$ cat config.mk
export PLATFORM = sky130hd
export DESIGN_NAME = saturn_loader_top
export DESIGN_NICKNAME = d
export VERILOG_FILES = /design/src/verilog/vdp_bus_pkg.sv /design/src/verilog/video_cfg_pkg.sv /design/src/verilog/state_loader.sv /design/src/verilog/vdp_bus_cycle.sv /design/src/verilog/video_mode_ctrl.sv /design/src/verilog/layer_debug_keys.sv /design/src/verilog/saturn_loader_top.sv
export SDC_FILE = /design/constraint.sdc
export NUM_CORES = 1
export LEC_CHECK = 0
export BUFFER_PORTS_ARGS = -buffer_cell sky130_fd_sc_hd__buf_2
export CAP_MARGIN = 10
export CORE_MARGIN = 5
export CORE_UTILIZATION = 55
export DETAILED_ROUTE_END_ITERATION = 12
export GPL_TIMING_DRIVEN = 0
export PLACE_DENSITY = 0.82
export SYNTH_ARGS = -nofsm -noshare
export SYNTH_HDL_FRONTEND = slang
export SYNTH_SLANG_ARGS = --single-unit
$ cat constraint.sdc
create_clock -name clk_sys -period 4.33 [get_ports clk_sys]
set_input_delay 0.433 -clock clk_sys [delete_from_list [all_inputs] [get_ports clk_sys]]
set_output_delay 0.433 -clock clk_sys [all_outputs]
set_load 0.01 [all_outputs]
$ cat src/verilog/vdp_bus_pkg.sv
// vdp bus package: bus words, download address views, section limits and command words
package vdp_bus_pkg;

	// one word on the shared VDP data bus
	typedef logic [15:0] bus_word_t;

	// one word of the downloaded image
	typedef logic [15:0] dl_data_t;

	// download word address, read per section
	typedef union packed {
		struct packed {
			logic        spare;
			logic [2:0]  page;
			logic [14:0] offset;
		} vram_view;
		struct packed {
			logic [3:0]  tag;
			logic [14:0] index;
		} tbl_view;
	} dl_addr_u;

	// which video processor a write goes to
	typedef enum logic {
		sel_vdp1 = 1'b0,
		sel_vdp2 = 1'b1
	} vdp_sel_e;

	////////////////////
	// section ends, as word addresses
	localparam logic [18:0] VRAM_LAST = 19'h3FFFF;
	localparam logic [18:0] REG_LAST  = 19'h400FF;
	localparam logic [18:0] PAL_LAST  = 19'h408FF;

	////////////////////
	// fixed words of the register and colour writes
	localparam bus_word_t   REG_HI   = 16'h0018;
	localparam bus_word_t   PAL_HI   = 16'h0010;
	localparam logic [14:0] PAL_BASE = 15'h0100;
	localparam bus_word_t   DISP_ON  = 16'h8000;

	// last count of the VDP reset phase, four cycles in all
	localparam logic [1:0] RST_CYCLES = 2'd3;

endpackage

$ cat src/verilog/video_cfg_pkg.sv
// video config package: resolution codes, aspect ratio pairs and debug key codes
package video_cfg_pkg;

	// resolution code, {v30, h40}
	typedef enum logic [1:0] {
		res_256_224 = 2'b00,
		res_320_224 = 2'b01,
		res_256_240 = 2'b10,
		res_320_240 = 2'b11
	} res_e;

	// aspect pair, x ratio in the high byte and y ratio in the low byte
	typedef logic [15:0] aspect_t;

	////////////////////
	// aspect pairs
	localparam aspect_t AR_WIDE      = {8'd16, 8'd9};
	localparam aspect_t AR_256_224   = {8'd64, 8'd49};
	localparam aspect_t AR_320_224_C = {8'd10, 8'd7};
	localparam aspect_t AR_256_240   = {8'd128, 8'd105};
	localparam aspect_t AR_320_240_C = {8'd4, 8'd3};

	// key event: [10] toggle, [9] pressed, [8:0] scan code
	typedef logic [10:0] key_evt_t;

	////////////////////
	// function key scan codes
	localparam logic [8:0] KEY_F1 = 9'h005;
	localparam logic [8:0] KEY_F2 = 9'h006;
	localparam logic [8:0] KEY_F3 = 9'h004;
	localparam logic [8:0] KEY_F4 = 9'h00C;
	localparam logic [8:0] KEY_F5 = 9'h003;
	localparam logic [8:0] KEY_F6 = 9'h00B;

	// screen layers under debug control
	localparam int NUM_LAYERS = 6;

endpackage

$ cat src/verilog/state_loader.sv
// save-state loader: sequences image sections and issues VDP bus write requests
module state_loader (
	input  logic                   clk_sys,
	input  logic                   rst,
	input  logic                   dl_active,
	input  logic                   dl_index0,
	input  logic                   dl_wr,
	input  vdp_bus_pkg::dl_addr_u  dl_addr,
	input  vdp_bus_pkg::dl_data_t  dl_data,
	input  logic                   done,
	output logic                   dl_wait,
	output logic                   vdp_rst_n,
	output logic                   start,
	output vdp_bus_pkg::vdp_sel_e  target,
	output vdp_bus_pkg::bus_word_t hi_word,
	output vdp_bus_pkg::bus_word_t lo_word,
	output vdp_bus_pkg::bus_word_t data_word,
	output logic                   wait_rdy
);

	localparam logic [2:0] ST_IDLE      = 3'd0;
	localparam logic [2:0] ST_RESET     = 3'd1;
	localparam logic [2:0] ST_VDP1_VRAM = 3'd2;
	localparam logic [2:0] ST_VRAM      = 3'd3;
	localparam logic [2:0] ST_REG       = 3'd4;
	localparam logic [2:0] ST_PAL       = 3'd5;
	localparam logic [2:0] ST_DISP_ON   = 3'd6;
	localparam logic [2:0] ST_END       = 3'd7;

	logic [2:0]            state;
	logic [2:0]            sect_next;
	logic [18:0]           sect_last;
	logic [1:0]            rst_cnt;
	logic                  img_vdp1;
	logic                  busy;
	logic                  in_section;
	logic                  accept;
	logic [14:0]           pal_idx;
	vdp_bus_pkg::dl_addr_u req_addr;
	vdp_bus_pkg::dl_data_t req_data;

	assign in_section = (state == ST_VDP1_VRAM) || (state == ST_VRAM) ||
		(state == ST_REG) || (state == ST_PAL);
	assign accept = in_section && !busy && dl_wr;

	// colour RAM entries start past the register block
	assign pal_idx = req_addr.tbl_view.index - vdp_bus_pkg::PAL_BASE;

	// end address and successor of the current section
	always_comb begin
		sect_last = vdp_bus_pkg::VRAM_LAST;
		sect_next = ST_END;
		case (state)
			ST_VRAM: begin
				sect_next = ST_REG;
			end
			ST_REG: begin
				sect_last = vdp_bus_pkg::REG_LAST;
				sect_next = ST_PAL;
			end
			ST_PAL: begin
				sect_last = vdp_bus_pkg::PAL_LAST;
				sect_next = ST_DISP_ON;
			end
			default: begin
			end
		endcase
	end

	////////////////////
	// request fields
	always_comb begin
		target    = vdp_bus_pkg::sel_vdp2;
		hi_word   = '0;
		lo_word   = '0;
		data_word = {req_data[7:0], req_data[15:8]};
		wait_rdy  = 1'b0;
		case (state)
			ST_VDP1_VRAM, ST_VRAM: begin
				if (state == ST_VDP1_VRAM) begin
					target = vdp_bus_pkg::sel_vdp1;
				end
				hi_word  = {13'd0, req_addr.vram_view.page};
				lo_word  = {req_addr.vram_view.offset, 1'b0};
				wait_rdy = 1'b1;
			end
			ST_REG: begin
				hi_word = vdp_bus_pkg::REG_HI;
				lo_word = {req_addr.tbl_view.index, 1'b0};
			end
			ST_PAL: begin
				hi_word = vdp_bus_pkg::PAL_HI;
				lo_word = {pal_idx, 1'b0};
			end
			ST_DISP_ON: begin
				// display enable bit in the first register
				hi_word   = vdp_bus_pkg::REG_HI;
				data_word = vdp_bus_pkg::DISP_ON;
			end
			default: begin
			end
		endcase
	end

	// download word held for the whole bus cycle
	always_ff @(posedge clk_sys) begin
		if (accept) begin
			req_addr <= dl_addr;
			req_data <= dl_data;
		end
	end

	////////////////////
	// section sequencer
	always_ff @(posedge clk_sys) begin
		start <= 1'b0;
		if (rst) begin
			state     <= ST_IDLE;
			rst_cnt   <= 2'd0;
			img_vdp1  <= 1'b0;
			busy      <= 1'b0;
			dl_wait   <= 1'b0;
			vdp_rst_n <= 1'b1;
		end else begin
			case (state)
				ST_IDLE: begin
					if (dl_active) begin
						// only a VDP2 image resets the processors
						img_vdp1  <= dl_index0;
						vdp_rst_n <= dl_index0;
						dl_wait   <= 1'b1;
						rst_cnt   <= 2'd0;
						state     <= ST_RESET;
					end
				end
				ST_RESET: begin
					rst_cnt <= rst_cnt + 2'd1;
					if (rst_cnt == vdp_bus_pkg::RST_CYCLES) begin
						vdp_rst_n <= 1'b1;
						dl_wait   <= 1'b0;
						state     <= img_vdp1 ? ST_VDP1_VRAM : ST_VRAM;
					end
				end
				ST_VDP1_VRAM, ST_VRAM, ST_REG, ST_PAL: begin
					if (accept) begin
						start   <= 1'b1;
						busy    <= 1'b1;
						dl_wait <= 1'b1;
					end else if (done) begin
						busy    <= 1'b0;
						dl_wait <= 1'b0;
						if (req_addr == sect_last) begin
							state <= sect_next;
						end
					end
				end
				ST_DISP_ON: begin
					// one closing write, no download word behind it
					if (!busy) begin
						start <= 1'b1;
						busy  <= 1'b1;
					end else if (done) begin
						busy  <= 1'b0;
						state <= ST_END;
					end
				end
				default: begin
					if (!dl_active) begin
						state <= ST_IDLE;
					end
				end
			endcase
		end
	end

endmodule

$ cat src/verilog/vdp_bus_cycle.sv
// VDP bus engine: clock-enable divider and four-step parallel bus write cycle
module vdp_bus_cycle (
	input  logic                   clk_sys,
	input  logic                   rst,
	input  logic                   start,
	input  vdp_bus_pkg::vdp_sel_e  target,
	input  vdp_bus_pkg::bus_word_t hi_word,
	input  vdp_bus_pkg::bus_word_t lo_word,
	input  vdp_bus_pkg::bus_word_t data_word,
	input  logic                   wait_rdy,
	input  logic                   vdp_rdy1_n,
	input  logic                   vdp_rdy2_n,
	output logic                   done,
	output logic                   ce_r,
	output vdp_bus_pkg::bus_word_t vdp_d,
	output logic                   vdp_ad_n,
	output logic                   vdp_dten_n,
	output logic                   vdp_cs1_n,
	output logic                   vdp_cs2_n,
	output logic                   vdp_we_n
);

	logic       active;
	logic [1:0] step;
	logic       rdy_n;
	logic       release_ok;

	// ready line of the addressed processor
	assign rdy_n = (target == vdp_bus_pkg::sel_vdp1) ? vdp_rdy1_n : vdp_rdy2_n;
	assign release_ok = !wait_rdy || !rdy_n;

	// half-rate enable shared with the VDPs
	always_ff @(posedge clk_sys) begin
		if (rst) begin
			ce_r <= 1'b0;
		end else begin
			ce_r <= ~ce_r;
		end
	end

	////////////////////
	// write cycle, one step per enable
	always_ff @(posedge clk_sys) begin
		done <= 1'b0;
		if (rst) begin
			active     <= 1'b0;
			step       <= 2'd0;
			vdp_d      <= '0;
			vdp_ad_n   <= 1'b1;
			vdp_dten_n <= 1'b1;
			vdp_cs1_n  <= 1'b1;
			vdp_cs2_n  <= 1'b1;
			vdp_we_n   <= 1'b1;
		end else if (start) begin
			active <= 1'b1;
			step   <= 2'd0;
		end else if (active && ce_r) begin
			case (step)
				2'd0: begin
					// address high word, chip selected
					vdp_d     <= hi_word;
					vdp_cs1_n <= (target != vdp_bus_pkg::sel_vdp1);
					vdp_cs2_n <= (target != vdp_bus_pkg::sel_vdp2);
					vdp_we_n  <= 1'b0;
					step      <= 2'd1;
				end
				2'd1: begin
					vdp_d <= lo_word;
					step  <= 2'd2;
				end
				2'd2: begin
					vdp_d      <= data_word;
					vdp_ad_n   <= 1'b0;
					vdp_dten_n <= 1'b0;
					step       <= 2'd3;
				end
				default: begin
					// VRAM writes hold here until the target is ready
					if (release_ok) begin
						vdp_d      <= '0;
						vdp_ad_n   <= 1'b1;
						vdp_dten_n <= 1'b1;
						vdp_cs1_n  <= 1'b1;
						vdp_cs2_n  <= 1'b1;
						vdp_we_n   <= 1'b1;
						step       <= 2'd0;
						active     <= 1'b0;
						done       <= 1'b1;
					end
				end
			endcase
		end
	end

endmodule

$ cat src/verilog/video_mode_ctrl.sv
// video mode control: aspect ratio, scanline level and delayed mode-change toggle
module video_mode_ctrl #(
	parameter logic [31:0] VMODE_DELAY = 32'd5000000
) (
	input  logic                 clk_sys,
	input  logic                 rst,
	input  logic                 busy,
	input  video_cfg_pkg::res_e  res,
	input  logic                 status_wide,
	input  logic                 status_corrected,
	input  logic [2:0]           scale,
	input  logic                 pal,
	output logic [7:0]           aspect_x,
	output logic [7:0]           aspect_y,
	output logic [1:0]           vga_sl,
	output logic                 vmode_toggle
);

	video_cfg_pkg::aspect_t ar;
	logic [2:0]             sl;
	logic [31:0]            vmode_cnt;
	logic                   old_pal;

	////////////////////
	// aspect ratio
	always_comb begin
		if (status_wide) begin
			ar = video_cfg_pkg::AR_WIDE;
		end else begin
			case (res)
				video_cfg_pkg::res_256_224: begin
					ar = video_cfg_pkg::AR_256_224;
				end
				video_cfg_pkg::res_320_224: begin
					ar = status_corrected ? video_cfg_pkg::AR_320_224_C :
						video_cfg_pkg::AR_256_224;
				end
				video_cfg_pkg::res_256_240: begin
					ar = video_cfg_pkg::AR_256_240;
				end
				default: begin
					ar = status_corrected ? video_cfg_pkg::AR_320_240_C :
						video_cfg_pkg::AR_256_240;
				end
			endcase
		end
	end

	assign aspect_x = ar[15:8];
	assign aspect_y = ar[7:0];

	// scale 0 means no scanlines
	assign sl = (scale != 3'd0) ? scale - 3'd1 : 3'd0;
	assign vga_sl = sl[1:0];

	////////////////////
	// mode change countdown
	always_ff @(posedge clk_sys) begin
		old_pal <= pal;
		if (rst || busy) begin
			vmode_cnt <= VMODE_DELAY;
		end else if (old_pal != pal) begin
			vmode_cnt <= VMODE_DELAY;
		end else if (vmode_cnt != 32'd0) begin
			vmode_cnt <= vmode_cnt - 32'd1;
		end
	end

	always_ff @(posedge clk_sys) begin
		if (rst) begin
			vmode_toggle <= 1'b0;
		end else if (vmode_cnt == 32'd1) begin
			vmode_toggle <= ~vmode_toggle;
		end
	end

endmodule

$ cat src/verilog/layer_debug_keys.sv
// layer debug keys: function key presses toggle the screen layer enables
module layer_debug_keys (
	input  logic                                clk_sys,
	input  logic                                rst,
	input  video_cfg_pkg::key_evt_t             key_evt,
	output logic [video_cfg_pkg::NUM_LAYERS-1:0] layer_en
);

	logic                                old_toggle;
	logic                                new_press;
	logic [video_cfg_pkg::NUM_LAYERS-1:0] flip;

	// a fresh event flips the toggle bit
	assign new_press = (key_evt[10] != old_toggle) && key_evt[9];

	always_comb begin
		flip = '0;
		case (key_evt[8:0])
			video_cfg_pkg::KEY_F1: flip[0] = 1'b1;
			video_cfg_pkg::KEY_F2: flip[1] = 1'b1;
			video_cfg_pkg::KEY_F3: flip[2] = 1'b1;
			video_cfg_pkg::KEY_F4: flip[3] = 1'b1;
			video_cfg_pkg::KEY_F5: flip[4] = 1'b1;
			video_cfg_pkg::KEY_F6: flip[5] = 1'b1;
			default: flip = '0;
		endcase
	end

	always_ff @(posedge clk_sys) begin
		old_toggle <= key_evt[10];
		if (rst) begin
			layer_en <= '1;
		end else if (new_press) begin
			layer_en <= layer_en ^ flip;
		end
	end

endmodule

$ cat src/verilog/saturn_loader_top.sv
// saturn loader top: state loader, VDP bus engine, video mode control and debug keys
module saturn_loader_top #(
	parameter logic [31:0] VMODE_DELAY = 32'd5000000
) (
	input  logic                   clk_sys,
	input  logic                   rst,
	// download stream
	input  logic                   dl_active,
	input  logic                   dl_index0,
	input  logic                   dl_wr,
	input  vdp_bus_pkg::dl_addr_u  dl_addr,
	input  vdp_bus_pkg::dl_data_t  dl_data,
	output logic                   dl_wait,
	// VDP parallel bus
	output vdp_bus_pkg::bus_word_t vdp_d,
	output logic                   vdp_ad_n,
	output logic                   vdp_dten_n,
	output logic                   vdp_cs1_n,
	output logic                   vdp_cs2_n,
	output logic                   vdp_we_n,
	output logic                   vdp_rst_n,
	output logic                   ce_r,
	input  logic                   vdp_rdy1_n,
	input  logic                   vdp_rdy2_n,
	// video settings
	input  logic                   status_wide,
	input  logic                   status_corrected,
	input  video_cfg_pkg::res_e    res,
	input  logic [2:0]             scale,
	input  logic                   pal,
	input  video_cfg_pkg::key_evt_t key_evt,
	output logic [7:0]             aspect_x,
	output logic [7:0]             aspect_y,
	output logic [1:0]             vga_sl,
	output logic                   vmode_toggle,
	output logic [5:0]             layer_en,
	output logic                   loading
);

	logic                   start;
	logic                   done;
	logic                   wait_rdy;
	vdp_bus_pkg::vdp_sel_e  target;
	vdp_bus_pkg::bus_word_t hi_word;
	vdp_bus_pkg::bus_word_t lo_word;
	vdp_bus_pkg::bus_word_t data_word;

	// activity light follows the download
	assign loading = dl_active;

	state_loader u_state_loader (
		.clk_sys  (clk_sys),
		.rst      (rst),
		.dl_active(dl_active),
		.dl_index0(dl_index0),
		.dl_wr    (dl_wr),
		.dl_addr  (dl_addr),
		.dl_data  (dl_data),
		.done     (done),
		.dl_wait  (dl_wait),
		.vdp_rst_n(vdp_rst_n),
		.start    (start),
		.target   (target),
		.hi_word  (hi_word),
		.lo_word  (lo_word),
		.data_word(data_word),
		.wait_rdy (wait_rdy)
	);

	vdp_bus_cycle u_vdp_bus_cycle (
		.clk_sys   (clk_sys),
		.rst       (rst),
		.start     (start),
		.target    (target),
		.hi_word   (hi_word),
		.lo_word   (lo_word),
		.data_word (data_word),
		.wait_rdy  (wait_rdy),
		.vdp_rdy1_n(vdp_rdy1_n),
		.vdp_rdy2_n(vdp_rdy2_n),
		.done      (done),
		.ce_r      (ce_r),
		.vdp_d     (vdp_d),
		.vdp_ad_n  (vdp_ad_n),
		.vdp_dten_n(vdp_dten_n),
		.vdp_cs1_n (vdp_cs1_n),
		.vdp_cs2_n (vdp_cs2_n),
		.vdp_we_n  (vdp_we_n)
	);

	video_mode_ctrl #(
		.VMODE_DELAY(VMODE_DELAY)
	) u_video_mode_ctrl (
		.clk_sys         (clk_sys),
		.rst             (rst),
		.busy            (dl_active),
		.res             (res),
		.status_wide     (status_wide),
		.status_corrected(status_corrected),
		.scale           (scale),
		.pal             (pal),
		.aspect_x        (aspect_x),
		.aspect_y        (aspect_y),
		.vga_sl          (vga_sl),
		.vmode_toggle    (vmode_toggle)
	);

	layer_debug_keys u_layer_debug_keys (
		.clk_sys (clk_sys),
		.rst     (rst),
		.key_evt (key_evt),
		.layer_en(layer_en)
	);

endmodule

==> results.sh, run 1 <==
export IMPL_status="completed"
export IMPL_utilization_pct=65.2
export IMPL_fin_ws_ns=0.697
export IMPL_io_pins=111
export IMPL_cp_data_arrival_time_ns=3.95
export IMPL_numPortBuffers=105
export IMPL_nNetsFinal=739
export IMPL_crit_family="simple AND/OR/NAND/NOR gates"
export IMPL_area_delta_synth_final_pct=16.7
export IMPL_antenna_found_initial=0
export IMPL_placedCellCount=786
export IMPL_grt_pass1_vias=4484
export IMPL_crit_path_max_incr_delay_ns=0.81
export IMPL_ctsHoldBuffers=0
export IMPL_cts_tree="yes"
export IMPL_gp_congestion=0.880
export IMPL_tns_ns=0
export IMPL_numCtsBuffers=9
export IMPL_tightestPinTransition_ns=1.04
export IMPL_dr_first_iter_drc_count=342
export IMPL_ant_nets=0
export IMPL_fin_skew_ns=0.0126
export IMPL_cts_buffer_depth=2
export IMPL_coreArea_sq_um=9640
export IMPL_yosysTopAreaCell="dfxtp_1"
export IMPL_fmax_mhz=275
export IMPL_rsz0062_at_grt="false"
export IMPL_chipWidth_um=109
export IMPL_fp_row_count=36
export IMPL_drc=0
export IMPL_drtPass1Iterations=5
export IMPL_cp_max_fo=37
export IMPL_maxSlewHeadroom_pct=30.6
export IMPL_htreeDepth=3
export IMPL_seq_area_frac_synth_pct=47.8
export IMPL_crit_top_cell="clkbuf_1"
export IMPL_peakVddDrop_v=0.000236
export IMPL_start_kind="register"
export IMPL_synth_area_top_cells="dfxtp_1, edfxtp_1, ha_1"
export IMPL_maxSlewViolCount=0
export IMPL_synthFlopType="dfxtp_1"
export IMPL_avgSynthCellArea_sq_um=9.86
export IMPL_p_total_w=0.00266
export IMPL_yosys_warnings=0
export IMPL_drv_cap=0
export IMPL_cp_required_ns=4.65
export IMPL_die_area_sq_um=11900
export IMPL_p_leak_nw=2.33
export IMPL_grt_start_max_net_pins=38
export IMPL_grt_ovfl_total=0
export IMPL_ys_async_sr_fraction_pct=0
export IMPL_cts_clk_slew_worst_paths_ns=0.11
export IMPL_cts_post_setup_buffers_inserted=0
export IMPL_final_cells=802
export IMPL_synth_area_sq_um=5380
export IMPL_cts_resized=0
export IMPL_synth_cell_type_count=72
export IMPL_grt_pass1_wl_um=20900
export IMPL_clock_sinks=111
export IMPL_clock_root_buffer="clkbuf_8"
export IMPL_finalSetupViolations=0
export IMPL_via_count=4641
export IMPL_r2r_slack_ns=0.70
export IMPL_hold_violations=0
export IMPL_dieHeight_um=109
export IMPL_synth_top_area_share_pct=28.3
export IMPL_hold_class="in2reg"
export IMPL_diodes=0
export IMPL_period_minus_slack_ns=3.63
export IMPL_drive_gt1_share_pct=23.5
export IMPL_ys_ff_latch=111
export IMPL_timing_final_crit_share_pct=83.9
export IMPL_crit_slowest_cell="nor2_4"
export IMPL_crit_buf_inv=3
export IMPL_crit_chain="clkbuf_1 -> inv_1 -> ha_1 -> clkbuf_1 -> nand2_1 -> nor2_4 -> o21ai_0 -> or3_1 -> a21oi_1"
export IMPL_synth_edf_count=35
export IMPL_place_hpwl_um=9620
export IMPL_synthCells=546
export IMPL_pre_cts_ws_ns=0.823
export IMPL_initial_utilization_pct=55.9
export IMPL_powerDensity_nw_per_um2=424
export IMPL_viasPerCell=5.79
export IMPL_end_kind="register"
export IMPL_routed_wl_um=12900
export IMPL_path_class="reg2reg"
export IMPL_wl_per_cell_um=16.1
export IMPL_grt_usage_pct=22.0
export IMPL_clk_latency_ns=0.38
==> synthesized netlist by cell type, types with 3 or more instances <==
cell type	n
mux2i_1	6
nor3b_1	3
a31oi_1	4
nand2b_1	12
a221oi_1	3
nand4_1	5
nor2b_1	6
a21o_1	3
and2_1	5
a21oi_1	32
o21ai_0	29
xor2_1	9
buf_2	3
nor4_2	3
o2111ai_1	3
o21a_1	3
edfxtp_1	35
nor4b_1	4
nand2_1	44
clkbuf_1	17
nor3_1	19
a22oi_1	9
o211ai_1	3
or4_1	12
a32oi_1	4
o31ai_1	7
o2bb2ai_1	14
xnor2_1	13
buf_4	12
nor2_1	31
inv_1	15
dfxtp_1	76
nor4_1	9
ha_1	14
or3_1	18
nand3_1	8
==> metrics by stage <==
stage	instance area [sq um]	hold slack [ns]
global route	6280	0.151
finish	6280	0.168
CTS	6280	0.154
global placement	6080	0.446
detailed placement	6090	0.447
floorplan	5390	0.438
==> power by group <==
part	internal, W	switching [W]
Clock	0.000224	0.000382
Combinational	0.000280	0.000488
Sequential	0.00121	0.0000819
==> cell families after synthesis <==
| group | synth area share, % |
|---|---|
| AOI/OAI and AO/OA | 17.8 |
| buffers and inverters | 4.46 |
| DFF | 47.8 |
| other | 0.139 |
| muxes | 1.39 |
| adders and majority gates | 3.25 |
| xor gates and xnor gates | 3.58 |
| and+or+nand+nor | 21.5 |
==> cell usage in the layout, fill, tap and decap left out, types with 5 or more instances in the layout <==
master	netlist	routed
nand2b_1	12	12
nor2b_1	6	6
nand3_1	8	8
or4_1	12	12
nor2_1	31	30
and2_1	5	5
or3_1	18	18
o31ai_1	7	7
o2bb2ai_1	14	14
nand4_1	5	5
nor4_1	9	9
nor3_1	19	19
nand2_1	44	44
mux2i_1	6	6
a22oi_1	9	9
xor2_1	9	9
ha_1	14	14
dfxtp_1	76	76
xnor2_1	13	13
o21ai_0	29	29
clkbuf_1	17	17
a21oi_1	32	32
buf_2	3	108
clkbuf_8	0	9
inv_1	15	15
edfxtp_1	35	35
buf_4	12	12
==> layer usage <==
layer  track usage (%)  wire length, um  vias up
met1              28.9             5880     2224
met4              7.03              155        0
li1                  -                -     2270
met2              36.6             6220      129
met5                 0                0        -
met3              4.38              684       18
==> state kept, by name, indices dropped and copies added, names as in the netlist, 2 cells and up <==
signal and flops:
u_state_loader.req_addr 19, u_state_loader.state 3, u_vdp_bus_cycle.step 2, u_layer_debug_keys.layer_en 6, u_state_loader.rst_cnt 2, u_state_loader.req_data 16
u_video_mode_ctrl.vmode_cnt 32, u_vdp_bus_cycle.vdp_d 16
==> final timing paths <==
path | from | to | cells past startpoint
worst max-delay path | u_state_loader.state[2]$_SDFFE_PP0P_ | u_state_loader.dl_wait$_SDFFE_PP0P_ | 9
worst min-delay path | key_evt[10] | u_layer_debug_keys.old_toggle$_DFF_P_ | 1
worst max register to register | u_state_loader.state[2]$_SDFFE_PP0P_ | u_state_loader.dl_wait$_SDFFE_PP0P_ | 9
worst min register to register | u_vdp_bus_cycle.vdp_d[2]$_SDFFE_PP0P_ | u_vdp_bus_cycle.vdp_d[2]$_SDFFE_PP0P_ | 1
==> layout make-up <==
type | instances | area [sq um]
Buffer | 34 | 184
Clock buffer | 9 | 124
Clock inverter | 7 | 67.6
Fill cell | 816 | 3360
Inverter | 15 | 56.3
Multi-Input combinational cell | 388 | 2590
Sequential cell | 111 | 2570
Tap cell | 133 | 166
Timing Repair Buffer | 105 | 526
Power figures use the tool's default switching activity.
==> run 2: changes to the inputs <==
--- a/config.mk
+++ b/config.mk
@@ -8,10 +8,10 @@
 export BUFFER_PORTS_ARGS = -buffer_cell sky130_fd_sc_hd__buf_2
 export CAP_MARGIN = 10
 export CORE_MARGIN = 5
-export CORE_UTILIZATION = 55
+export CORE_UTILIZATION = 50
 export DETAILED_ROUTE_END_ITERATION = 12
 export GPL_TIMING_DRIVEN = 0
-export PLACE_DENSITY = 0.82
+export PLACE_DENSITY = 0.79
 export SYNTH_ARGS = -nofsm -noshare
 export SYNTH_HDL_FRONTEND = slang
 export SYNTH_SLANG_ARGS = --single-unit
==> constraint.sdc (replaced) <==
create_clock -name clk_sys -period 3.2 [get_ports clk_sys]
set_input_delay 0.32 -clock clk_sys [delete_from_list [all_inputs] [get_ports clk_sys]]
set_output_delay 0.32 -clock clk_sys [all_outputs]
set_load 0.01 [all_outputs]
==> run 2 against run 1 <==
Against the previous run:
- global-route usage shrank 0.68 points
- utilization fell by 4.2 points
- power grew 42%
- die area rose by 9.1%
- flip-flop and latch count unchanged
- sequential share of layout area decreased by 0.46 points
- non-clock buffer count up 2
- critical path depth down 3
- clock skew shrank 0.0014 ns
- sequential power rose by 36%
- clock power rose by 58%
- final area rose by 1.1%
- largest power group unchanged
==> results.sh, run 2 (synthesis gave the netlist of run 1 again) <==
export IMPL_status="completed"
export IMPL_reg2reg_depth=6
export IMPL_ant_nets=0
export IMPL_clk_latency_ns=0.39
export IMPL_crit_family="buffers and inverters"
export IMPL_rr_endpoint="u_state_loader.req_addr[3]$_DFFE_PP_"
export IMPL_chipWidth_um=114
export IMPL_cp_max_fo=18
export IMPL_numCtsBuffers=9
export IMPL_regMostFlops="u_video_mode_ctrl.vmode_cnt"
export IMPL_cp_data_arrival_time_ns=2.95
export IMPL_final_common_cell="buf_2"
export IMPL_cts_buffer_depth=2
export IMPL_drc=0
export IMPL_crit_slowest_cell="nor2_4"
export IMPL_crit_top_cell="clkbuf_1"
export IMPL_numPortBuffers=105
export IMPL_hold_depth=1
export IMPL_gp_congestion=0.849
export IMPL_powerDensity_nw_per_um2=596
export IMPL_largest_reg_flops=32
export IMPL_initial_utilization_pct=51.7
export IMPL_grt_start_max_net_pins=20
export IMPL_antenna_found_initial=0
export IMPL_worstReg2RegStart="u_state_loader.state[1]$_SDFFE_PP0P_"
export IMPL_clock_root_buffer="clkbuf_8"
export IMPL_ctsHoldBuffers=0
export IMPL_cts_tree="yes"
export IMPL_min_to="u_layer_debug_keys.old_toggle$_DFF_P_"
export IMPL_fp_row_count=37
export IMPL_utilization_pct=61.0
export IMPL_area_delta_synth_final_pct=18.0
export IMPL_maxSlewHeadroom_pct=37.6
export IMPL_start_kind="register"
export IMPL_reg_largest_list="u_video_mode_ctrl.vmode_cnt: 32 flops, u_state_loader.req_addr: 19 flops"
export IMPL_grt_usage_pct=21.4
export IMPL_drive_gt1_share_pct=23.8
export IMPL_die_area_sq_um=12900
export IMPL_routed_wl_um=13700
export IMPL_final_cell_mix="buf_2, dfxtp_1, nand2_1, edfxtp_1, a21oi_1"
export IMPL_hold_class="in2reg"
export IMPL_placedCellCount=789
export IMPL_viasPerCell=5.90
export IMPL_crit_buf_inv=3
export IMPL_wl_per_cell_um=16.9
export IMPL_p_leak_nw=2.36
export IMPL_maxSlewViolCount=0
export IMPL_dieHeight_um=114
export IMPL_cts_clk_slew_worst_paths_ns=0.11
export IMPL_cp_required_ns=3.24
export IMPL_min_from="key_evt[10]"
export IMPL_final_cells=808
export IMPL_grt_ovfl_total=0
export IMPL_rsz0062_at_grt="false"
export IMPL_io_pins=111
export IMPL_drtPass1Iterations=5
export IMPL_peakVddDrop_v=0.000347
export IMPL_r2r_slack_ns=0.29
export IMPL_path_class="reg2reg"
export IMPL_htreeDepth=3
export IMPL_tightestPinTransition_ns=0.929
export IMPL_hold_violations=0
export IMPL_timing_final_crit_share_pct=91.0
export IMPL_place_hpwl_um=10000
export IMPL_fin_skew_ns=0.0112
export IMPL_fmax_mhz=343
export IMPL_crit_chain="clkbuf_1 -> inv_1 -> ha_1 -> clkbuf_1 -> nand2_1 -> nor2_4"
export IMPL_register_area_sq_um=2570
export IMPL_grt_pass1_wl_um=22500
export IMPL_nNetsFinal=742
export IMPL_crit_path_max_incr_delay_ns=0.51
export IMPL_coreArea_sq_um=10400
export IMPL_diodes=0
export IMPL_period_minus_slack_ns=2.91
export IMPL_via_count=4768
export IMPL_hold_slack_ns=0.0457
export IMPL_end_kind="register"
export IMPL_n_fill_cell=889
export IMPL_drv_cap=0
export IMPL_dr_first_iter_drc_count=390
export IMPL_finalSetupViolations=0
export IMPL_grt_pass1_vias=4737
export IMPL_multiInputGateArea_sq_um=2600
export IMPL_clock_sinks=111
-- run 2: metrics by stage --
step,setup TNS (ns),cell area [sq um],setup slack [ns],power (W)
6_report,0,6350,0.287,0.00379
5_1_grt,0,6350,0.0811,0.00398
4_1_cts,0,6350,0.0297,0.00378
3_5_place_dp,-0.336,6090,-0.336,0.00279
3_3_place_gp,-0.228,6090,-0.228,0.00275
2_1_floorplan,0,5400,0.319,0.00249
-- run 2: worst max path at each step --
stage                                               from                              endpoint  slack [ns]  cells past startpoint
global route        u_state_loader.state[1]$_SDFFE_PP0P_  u_state_loader.state[2]$_SDFFE_PP0P_        0.08                      9
CTS                 u_state_loader.state[2]$_SDFFE_PP0P_  u_state_loader.req_data[0]$_DFFE_PP_        0.03                      6
global placement    u_state_loader.state[2]$_SDFFE_PP0P_   u_state_loader.dl_wait$_SDFFE_PP0P_       -0.23                      9
detailed placement  u_state_loader.state[2]$_SDFFE_PP0P_   u_state_loader.dl_wait$_SDFFE_PP0P_       -0.34                      9
floorplan           u_state_loader.state[2]$_SDFFE_PP0P_   u_state_loader.dl_wait$_SDFFE_PP0P_        0.32                      9
finish              u_state_loader.state[1]$_SDFFE_PP0P_  u_state_loader.req_addr[3]$_DFFE_PP_        0.29                      6
-- run 2: layout make-up --
type / count / share of cell area [%]
inverter: 15 / 0.886
clock buffer: 10 / 2.01
buffer: 34 / 2.91
tap: 136 / 2.68
timing repair buffer: 107 / 8.51
multi-input combinational: 389 / 40.9
sequential: 111 / 40.5
clock inverter: 6 / 1.63
-- run 2: report_power, final --
group	switching (W)	internal, W	leakage (nW)
logic	0.000679	0.000402	1.31
clock network	0.000503	0.000456	0.112
registers	0.000118	0.00163	0.937
-- run 2: what timing repair did --
item | CTS | global route
setup endpoints to repair | 1 | 19
pin swaps | 1 | 0
setup buffers | 2 | 0
resized for setup | 0 | 3
gates cloned | 1 | 0
-- run 2: worst reg2reg max path, delay by kind of cell (launching register included) --
| kind | cells | cell delay, ns |
|---|---|---|
| and+or+nand+nor | 2 | 0.82 |
| DFF | 1 | 0.49 |
| adders and majority gates | 1 | 0.34 |
| buffers and inverters | 3 | 0.92 |
-- run 2: layer usage --
layer	GRT usage (%)	routed length, um
met1	27.2	5750
met2	35.8	6650
met3	2.60	908
met4	10.7	363
met5	0	0
